**src/source/frontend_pkg.sv**
```systemverilog
// ----------------------------------------------------------
// Shared definitions for the radio front-end control block
// Address map, register field layouts and decode enums
// ----------------------------------------------------------
package frontend_pkg;

  localparam int num_chans   = 2;
  localparam int addr_w      = 8;
  localparam int data_w      = 32;
  localparam int fe_ctrl_lsb = 10;
  localparam int chan_stride = 2;
  localparam int chan_idx_w  = (num_chans > 1) ? $clog2(num_chans) : 1;
  localparam int pps_cnt_w   = 8;
  // Position of the PPS count inside the status word
  localparam int stat_cnt_lsb = 8;

  typedef logic [addr_w-1:0] addr_t;
  typedef logic [data_w-1:0] data_t;

  // Later channels sit chan_stride above these channel 0 addresses
  typedef enum logic [addr_w-1:0] {
    reg_status  = 8'h04,
    reg_misc    = 8'h08,
    reg_fe_ctrl = 8'h10,
    reg_bandsel = 8'h11
  } reg_addr_e;

  typedef enum logic [1:0] {
    sel_none,
    sel_fe,
    sel_band
  } chan_sel_e;

  // ----------------------------------------------------------
  // Register fields with the most significant member first
  // ----------------------------------------------------------
  typedef struct packed {
    logic led_txrx_tx;
    logic led_txrx_rx;
    logic led_rx;
    logic vcrx_v2;
    logic vcrx_v1;
    logic vctxrx_v2;
    logic vctxrx_v1;
    logic tx_enable_b;
    logic tx_enable_a;
  } fe_ctrl_t;

  // rx_a sits in bits 2:0
  typedef struct packed {
    logic [1:0] rx_c;
    logic [1:0] rx_b;
    logic [2:0] rx_a;
  } bandsel_t;

  typedef struct packed {
    logic [2:0] tx_bandsel;
    logic       mimo;
    logic [1:0] pps_select;
  } misc_t;

  typedef struct packed {
    logic plllck;
    logic is_10meg;
    logic is_pps;
    logic reflck;
  } ref_status_t;

  typedef struct packed {
    addr_t addr;
    data_t data;
    logic  stb;
  } set_bus_t;

  function automatic addr_t chan_fe_addr(input int chan);
    return addr_t'(int'(reg_fe_ctrl) + chan * chan_stride);
  endfunction

  function automatic addr_t chan_band_addr(input int chan);
    return addr_t'(int'(reg_bandsel) + chan * chan_stride);
  endfunction

endpackage

```
**src/source/setting_decoder.sv**
```systemverilog
// ----------------------------------------------------------
// Settings bus decoder
// Per-channel load strobes and the shared misc register
// ----------------------------------------------------------
`timescale 1ns/1ns

module setting_decoder (
  input  logic                                bus_clk,
  input  logic                                arst_n,
  input  frontend_pkg::set_bus_t              set_bus,
  output logic [frontend_pkg::num_chans-1:0]  fe_wr,
  output logic [frontend_pkg::num_chans-1:0]  band_wr,
  output frontend_pkg::data_t                 wr_data,
  output frontend_pkg::misc_t                 misc
);

  logic [frontend_pkg::chan_idx_w-1:0] chan_idx;
  frontend_pkg::chan_sel_e             kind;

  // Which channel and which of its registers the address hits
  always_comb begin
    chan_idx = '0;
    kind     = frontend_pkg::sel_none;
    for (int c = 0; c < frontend_pkg::num_chans; c++) begin
      if (set_bus.addr == frontend_pkg::chan_fe_addr(c)) begin
        chan_idx = c[frontend_pkg::chan_idx_w-1:0];
        kind     = frontend_pkg::sel_fe;
      end else if (set_bus.addr == frontend_pkg::chan_band_addr(c)) begin
        chan_idx = c[frontend_pkg::chan_idx_w-1:0];
        kind     = frontend_pkg::sel_band;
      end
    end
  end

  // One strobe per mapped write, loaded on the same edge
  always_comb begin
    fe_wr   = '0;
    band_wr = '0;
    if (set_bus.stb) begin
      case (kind)
        frontend_pkg::sel_fe:   fe_wr[chan_idx]   = 1'b1;
        frontend_pkg::sel_band: band_wr[chan_idx] = 1'b1;
        default: ;
      endcase
    end
  end

  assign wr_data = set_bus.data;

  always_ff @(posedge bus_clk or negedge arst_n) begin
    if (!arst_n) begin
      misc <= '0;
    end else if (set_bus.stb &&
                 set_bus.addr == frontend_pkg::addr_t'(frontend_pkg::reg_misc)) begin
      misc <= frontend_pkg::misc_t'(set_bus.data[$bits(frontend_pkg::misc_t)-1:0]);
    end
  end

endmodule

```
**src/source/channel_ctrl.sv**
```systemverilog
// ----------------------------------------------------------
// Per-channel front-end control
// Holds TX enables, antenna selects, LEDs and band selects
// ----------------------------------------------------------
`timescale 1ns/1ns

module channel_ctrl (
  input  logic                   bus_clk,
  input  logic                   arst_n,
  input  logic                   fe_wr,
  input  logic                   band_wr,
  input  frontend_pkg::data_t    wr_data,
  output frontend_pkg::fe_ctrl_t fe,
  output frontend_pkg::bandsel_t bandsel
);

  frontend_pkg::fe_ctrl_t fe_field;
  frontend_pkg::bandsel_t band_field;

  // Field extraction from the settings word
  assign fe_field = frontend_pkg::fe_ctrl_t'(
    wr_data[frontend_pkg::fe_ctrl_lsb +: $bits(frontend_pkg::fe_ctrl_t)]);
  assign band_field = frontend_pkg::bandsel_t'(
    wr_data[$bits(frontend_pkg::bandsel_t)-1:0]);

  // ----------------------------------------------------------
  // Front-end register
  // ----------------------------------------------------------
  // Drives this channel's pins directly
  always_ff @(posedge bus_clk or negedge arst_n) begin
    if (!arst_n) begin
      fe <= '0;
    end else if (fe_wr) begin
      fe <= fe_field;
    end
  end

  // ----------------------------------------------------------
  // Band-select register
  // ----------------------------------------------------------
  always_ff @(posedge bus_clk or negedge arst_n) begin
    if (!arst_n) begin
      bandsel <= '0;
    end else if (band_wr) begin
      bandsel <= band_field;
    end
  end

endmodule

```
**src/source/ref_status_sync.sv**
```systemverilog
// ----------------------------------------------------------
// Reference status synchronizer
// Brings PPS and TCXO status into bus_clk, counts PPS edges
// ----------------------------------------------------------
`timescale 1ns/1ns

module ref_status_sync (
  input  logic                                bus_clk,
  input  logic                                arst_n,
  input  logic                                pps,
  input  frontend_pkg::ref_status_t           tcxo_status,
  output frontend_pkg::ref_status_t           status,
  output logic [frontend_pkg::pps_cnt_w-1:0]  pps_count
);

  localparam int sync_w = $bits(frontend_pkg::ref_status_t) + 1;

  // PPS travels in the top bit next to the status bits
  logic [sync_w-1:0] sync_meta;
  logic [sync_w-1:0] sync_q;
  logic              pps_prev;
  logic              pps_rise;

  always_ff @(posedge bus_clk or negedge arst_n) begin
    if (!arst_n) begin
      sync_meta <= '0;
      sync_q    <= '0;
      pps_prev  <= 1'b0;
    end else begin
      sync_meta <= {pps, tcxo_status};
      sync_q    <= sync_meta;
      pps_prev  <= sync_q[sync_w-1];
    end
  end

  assign status   = frontend_pkg::ref_status_t'(sync_q[sync_w-2:0]);
  assign pps_rise = sync_q[sync_w-1] & ~pps_prev;

  // Wraps at 256
  always_ff @(posedge bus_clk or negedge arst_n) begin
    if (!arst_n) begin
      pps_count <= '0;
    end else if (pps_rise) begin
      pps_count <= pps_count + 1'b1;
    end
  end

endmodule

```
**src/source/readback_mux.sv**
```systemverilog
// ----------------------------------------------------------
// Registered readback of channel, misc and status registers
// ----------------------------------------------------------
`timescale 1ns/1ns

module readback_mux (
  input  logic                                                  bus_clk,
  input  logic                                                  arst_n,
  input  frontend_pkg::addr_t                                   rb_addr,
  input  frontend_pkg::fe_ctrl_t [frontend_pkg::num_chans-1:0]  fe,
  input  frontend_pkg::bandsel_t [frontend_pkg::num_chans-1:0]  bandsel,
  input  frontend_pkg::misc_t                                   misc,
  input  frontend_pkg::ref_status_t                             status,
  input  logic [frontend_pkg::pps_cnt_w-1:0]                    pps_count,
  output frontend_pkg::data_t                                   rb_data
);

  frontend_pkg::data_t rb_next;

  // Each field returns at the bit position it was written from
  always_comb begin
    rb_next = '0;
    if (rb_addr == frontend_pkg::addr_t'(frontend_pkg::reg_status)) begin
      rb_next[$bits(frontend_pkg::ref_status_t)-1:0] = status;
      rb_next[frontend_pkg::stat_cnt_lsb +: frontend_pkg::pps_cnt_w] = pps_count;
    end
    if (rb_addr == frontend_pkg::addr_t'(frontend_pkg::reg_misc)) begin
      rb_next[$bits(frontend_pkg::misc_t)-1:0] = misc;
    end
    for (int c = 0; c < frontend_pkg::num_chans; c++) begin
      if (rb_addr == frontend_pkg::chan_fe_addr(c)) begin
        rb_next[frontend_pkg::fe_ctrl_lsb +: $bits(frontend_pkg::fe_ctrl_t)] = fe[c];
      end
      if (rb_addr == frontend_pkg::chan_band_addr(c)) begin
        rb_next[$bits(frontend_pkg::bandsel_t)-1:0] = bandsel[c];
      end
    end
  end

  always_ff @(posedge bus_clk or negedge arst_n) begin
    if (!arst_n) begin
      rb_data <= '0;
    end else begin
      rb_data <= rb_next;
    end
  end

endmodule

```
**src/source/radio_frontend_ctrl.sv**
```systemverilog
// ----------------------------------------------------------
// Radio front-end control top level
// Settings bus to RF board pins, plus reference status path
// ----------------------------------------------------------
`timescale 1ns/1ns

module radio_frontend_ctrl (
  input  logic                                                  bus_clk,
  input  logic                                                  arst_n,
  input  frontend_pkg::set_bus_t                                set_bus,
  input  frontend_pkg::addr_t                                   rb_addr,
  output frontend_pkg::data_t                                   rb_data,
  input  logic                                                  pps,
  input  frontend_pkg::ref_status_t                             tcxo_status,
  output frontend_pkg::fe_ctrl_t [frontend_pkg::num_chans-1:0]  fe_pins,
  output frontend_pkg::bandsel_t [frontend_pkg::num_chans-1:0]  bandsel_pins,
  output logic [2:0]                                            tx_bandsel,
  output logic [1:0]                                            pps_select,
  output logic                                                  mimo
);

  logic [frontend_pkg::num_chans-1:0] fe_wr;
  logic [frontend_pkg::num_chans-1:0] band_wr;
  frontend_pkg::data_t                wr_data;
  frontend_pkg::misc_t                misc;
  frontend_pkg::ref_status_t          status;
  logic [frontend_pkg::pps_cnt_w-1:0] pps_count;

  // ----------------------------------------------------------
  // Settings decode and shared misc register
  // ----------------------------------------------------------
  setting_decoder u_decoder (
    .bus_clk (bus_clk),
    .arst_n  (arst_n),
    .set_bus (set_bus),
    .fe_wr   (fe_wr),
    .band_wr (band_wr),
    .wr_data (wr_data),
    .misc    (misc)
  );

  assign tx_bandsel = misc.tx_bandsel;
  assign pps_select = misc.pps_select;
  assign mimo       = misc.mimo;

  // ----------------------------------------------------------
  // One control block per RF channel
  // ----------------------------------------------------------
  for (genvar c = 0; c < frontend_pkg::num_chans; c++) begin : g_chan
    channel_ctrl u_chan (
      .bus_clk (bus_clk),
      .arst_n  (arst_n),
      .fe_wr   (fe_wr[c]),
      .band_wr (band_wr[c]),
      .wr_data (wr_data),
      .fe      (fe_pins[c]),
      .bandsel (bandsel_pins[c])
    );
  end

  ref_status_sync u_status (
    .bus_clk     (bus_clk),
    .arst_n      (arst_n),
    .pps         (pps),
    .tcxo_status (tcxo_status),
    .status      (status),
    .pps_count   (pps_count)
  );

  readback_mux u_readback (
    .bus_clk   (bus_clk),
    .arst_n    (arst_n),
    .rb_addr   (rb_addr),
    .fe        (fe_pins),
    .bandsel   (bandsel_pins),
    .misc      (misc),
    .status    (status),
    .pps_count (pps_count),
    .rb_data   (rb_data)
  );

endmodule

```
**config.mk**
```make
export PLATFORM = sky130hd
export DESIGN_NAME = radio_frontend_ctrl
export DESIGN_NICKNAME = d
export VERILOG_FILES = /design/src/source/frontend_pkg.sv /design/src/source/setting_decoder.sv /design/src/source/channel_ctrl.sv /design/src/source/ref_status_sync.sv /design/src/source/readback_mux.sv /design/src/source/radio_frontend_ctrl.sv
export SDC_FILE = /design/constraint.sdc
export NUM_CORES = 1
export LEC_CHECK = 0
export BUFFER_PORTS_ARGS = -buffer_cell sky130_fd_sc_hd__buf_2
export CAP_MARGIN = 15
export CORE_MARGIN = 8
export CORE_UTILIZATION = 48
export DETAILED_ROUTE_END_ITERATION = 8
export GPL_ROUTABILITY_DRIVEN = 1
export HOLD_SLACK_MARGIN = 0.05
export MAX_ROUTING_LAYER = met4
export PLACE_DENSITY = 0.84
export RECOVER_POWER = 25
export SYNTH_ARGS = -nofsm -noshare
export SYNTH_HDL_FRONTEND = slang
export SYNTH_SLANG_ARGS = --single-unit
```
**constraint.sdc**
```tcl
create_clock -name bus_clk -period 1.57 [get_ports bus_clk]
set_clock_uncertainty 0.15 [all_clocks]
set_input_delay 0.157 -clock bus_clk [delete_from_list [all_inputs] [get_ports bus_clk]]
set_output_delay 0.157 -clock bus_clk [all_outputs]
set_load 0.02 [all_outputs]
```
==> impl_results.md <==
- Gr usage total: approximately 18%
- Sequential area share after synthesis: 59.0%
- Chip Width: slightly below 100 microns
- Sw power: 1.13 mW
- Core ar.: about 6400 sq um
- Required time of the critical path: around 1700 ps
- Initial Utilization: 49.8%
- Antenna cell count: 0
- Final hold slack: 89.8 ps
- Initial antenna violation count: 0
- Post-route design area: approximately 4200 sq um
- Final #Nets: about 430
- DRT Pass-1 Iters: 4
- Fill count: between 400 and 500
- Reg power frac: roughly half
- Postcts setup bufs: 0
- Post-synth EDFFs: 0
- FFs w/ async S/R, synth: 100%
- Cell row count: 29
- Worst-Margin Slew: 748 ps
- Critical Path Start Type: input pin
- IO buf count: 95
- PD cells: between 900 and 1000 nW/um^2
- Sw Share: 26.6%
- Top_reg_cell synth: dfrtp_1
- Hold Path Class: input pin to register
- Synthesis-to-layout area growth: 32.9%
- # setup viols final: 0
- Critical path class: input pin to register
- Boundary Pins: between 100 and 150
- Final-report hold violation count: 0
- Global placer's final weighted congestion: 0.885
- DIE AREA: around 9500 sq um
- DP Wirelength: approximately 5.7 mm
- Outcome: finished clean
- H-tree Lvls: 3
- Post-layout util: between 60 and 70%
- CTS tree: yes
- Die Y: between 90 and 100 microns
- RSZ-0062 raised after global routing: false
- Global route total overflow: 0
- Clock-pin transition on the worst setup and hold timing paths: approximately 70 ps
- Critical Path AT: around 1600 ps
- Syn Inst Count: roughly 230
- Reg area: around 1900 sq um
- Slew margin rel.: 50.1%
- Worst-skew pair later-pin latency: 340 ps
- Yosys warns: 0
- Post-DP Area: around 3800 sq um
- Global-route wire length before repair: between 10 and 15 mm
- Total CTS buffers: 9
- Root cell of the clock tree: clkbuf_8
- Clock power share: a little over a third
- Final worst-path cycle share: between 90 and 100%
- CP Max Fanout: 9
- Syn Area/Cell: 13.7 sq um
- Post-synthesis cell type count: 37
- MaxCap Viol Count: 0
- Via count: 2,309
- Pint: about 3.1 mW
- FMAX: ~0.67 GHz
- Count of final max-slew check failures: 0
- Iteration-0 DRC Markers: between 100 and 150
- Ratio of cells with drive above 1 in the final layout: a little under half
- Vias in the first global route: approximately 2,500
- Routed Antenna Nets: 0
- Largest net degree at the start of global routing: 32
- Sink Count: 75
- VDD IR-drop max: between 0.5 and 0.6 mV
- DRC Markers: 0
- Fin crit period: between 1000 and 1500 ps
- Multi-input logic area: roughly 1200 sq um
- Max clock buf depth: 2
- Leakage: ~2.2 nW
- WL final: about 8 mm
- Avg WL per Cell: 17.3 microns
- Post_cts resized: 0
- Vias per inst: just over 5
- Logic pwr share: between 10% and 20%
- Seq cells post-synth: 75
- Syn Std Cell Area: 3180 sq um
- Worst setup EP type: register
worst max-delay path: stages:
cell	delay, ps
buf_2	110
dlygate4sd3_1	550
or4_4	600
o2bb2ai_1	190
final cells by class:
type                    instances  share of cell area, %
well taps                      77                   2.28
multi-input cells             144                   28.0
repair buffers                138                   20.4
flip-flops and latches         75                   44.4
clock inverters                 4                   1.18
inverters                       4                  0.355
clock buffers                  12                   3.43
cell usage after synthesis (all sizes together) (2+ instances only):
| cell | n | area, sq um |
|---|---|---|
| nand4 | 4 | 25.0 |
| inv | 4 | 15.0 |
| o2bb2ai | 6 | 52.6 |
| a211oi | 3 | 22.5 |
| or3 | 3 | 23.8 |
| nor3 | 9 | 45.0 |
| nor2 | 12 | 45.0 |
| nor2b | 3 | 18.8 |
| mux2 | 39 | 439 |
| nand3b | 8 | 60.1 |
| and2 | 2 | 12.5 |
| buf | 18 | 138 |
| dfrtp | 75 | 1880 |
| mux2i | 11 | 110 |
| xnor2 | 3 | 26.3 |
| xor2 | 4 | 35.0 |
| nand2 | 3 | 11.3 |
| o22a | 5 | 43.8 |
| clkbuf | 5 | 18.8 |
| or2 | 2 | 12.5 |
layout by cell type (no fill, tap or decap), types with 3 or more instances in the layout:
cell / netlist / final
mux2_2: 39 / 39
dlygate4sd3_1: 0 / 24
o22a_1: 5 / 5
mux2i_1: 11 / 11
o2bb2ai_1: 6 / 6
nor2b_1: 3 / 3
nor3_1: 9 / 9
xor2_1: 4 / 4
clkbuf_8: 0 / 10
buf_2: 2 / 94
nor2_1: 12 / 12
nand2_1: 3 / 3
xnor2_1: 3 / 3
conb_1: 1 / 14
buf_4: 14 / 16
clkbuf_1: 5 / 3
inv_1: 4 / 4
a211oi_1: 3 / 3
nand4_1: 4 / 4
nand3b_1: 8 / 8
dfrtp_1: 75 / 75
registers in the layout, indices dropped and copies added, names as in the netlist:
register	flops
u_status.sync_q	5
u_readback.rb_data	18
u_status.sync_meta	5
g_chan.u_chan.fe	18
u_status.pps_count	8
u_decoder.misc	6
g_chan.u_chan.bandsel	14
u_status.pps_prev	1
power by group through the flow:
| stage | combinational [mW] | sequential [mW] | clock [mW] |
|---|---|---|---|
| after floorplan | 0.268 | 2.27 | 0 |
| after global placement | 0.508 | 2.22 | 0 |
| after detailed placement | 0.527 | 2.23 | 0 |
| after CTS | 0.577 | 2.19 | 1.50 |
| after global routing | 0.622 | 2.22 | 1.59 |
| final | 0.566 | 2.19 | 1.47 |
layer usage:
layer  up-vias  wire length (microns)  GRT usage, %
li1       1079                      -             -
met1      1140                   3180          19.4
met2        69                   4020          29.0
met3        21                    418          4.84
met4         0                    233          9.09
met5         -                      0             -
cell families after synthesis:
kind of cell / Yosys count / share of synthesized area, %
compound gates: 17 / 4.68
other cells: 1 / 0.118
mux: 50 / 17.3
buf+inv: 27 / 5.39
flops: 75 / 59.0
xor+xnor: 7 / 1.93
fa+ha+maj: 1 / 0.393
simple gates: 55 / 11.3
stage by stage:
stage | setup slack [ps] | instances | total power [mW] | TNS, ps
2_1_floorplan | -36.9 | 246 | 2.54 | -221
3_3_place_gp | -96.4 | 414 | 2.73 | -1180
3_5_place_dp | -133 | 414 | 2.76 | -1850
4_1_cts | 97.1 | 454 | 4.27 | 0
5_1_grt | 45.9 | 454 | 4.43 | 0
6_report | 70.5 | 454 | 4.23 | 0
timing repair:
item	CTS	global route
hold buffers	24	0
setup endpoints to repair	0	0
endpoints found under the hold margin	121	0
worst paths after layout:
check / from / endpoint / slack (ps) / depth (start not counted)
worst max-delay path: rb_addr[0] / u_readback.rb_data[14] / 70 / 4
min in group asynchronous: arst_n / g_chan[1].u_chan.bandsel[4] / 330 / 3
worst min register to register: u_status.sync_meta[1] / u_status.sync_q[1] / 200 / 0
max in group asynchronous: arst_n / u_status.sync_meta[1] / 180 / 3
worst min-delay path: rb_addr[2] / u_readback.rb_data[18] / 90 / 3
worst max register to register: u_status.pps_count[0] / u_status.pps_count[4] / 200 / 4
Note: power is estimated with default switching activity, not from simulation.
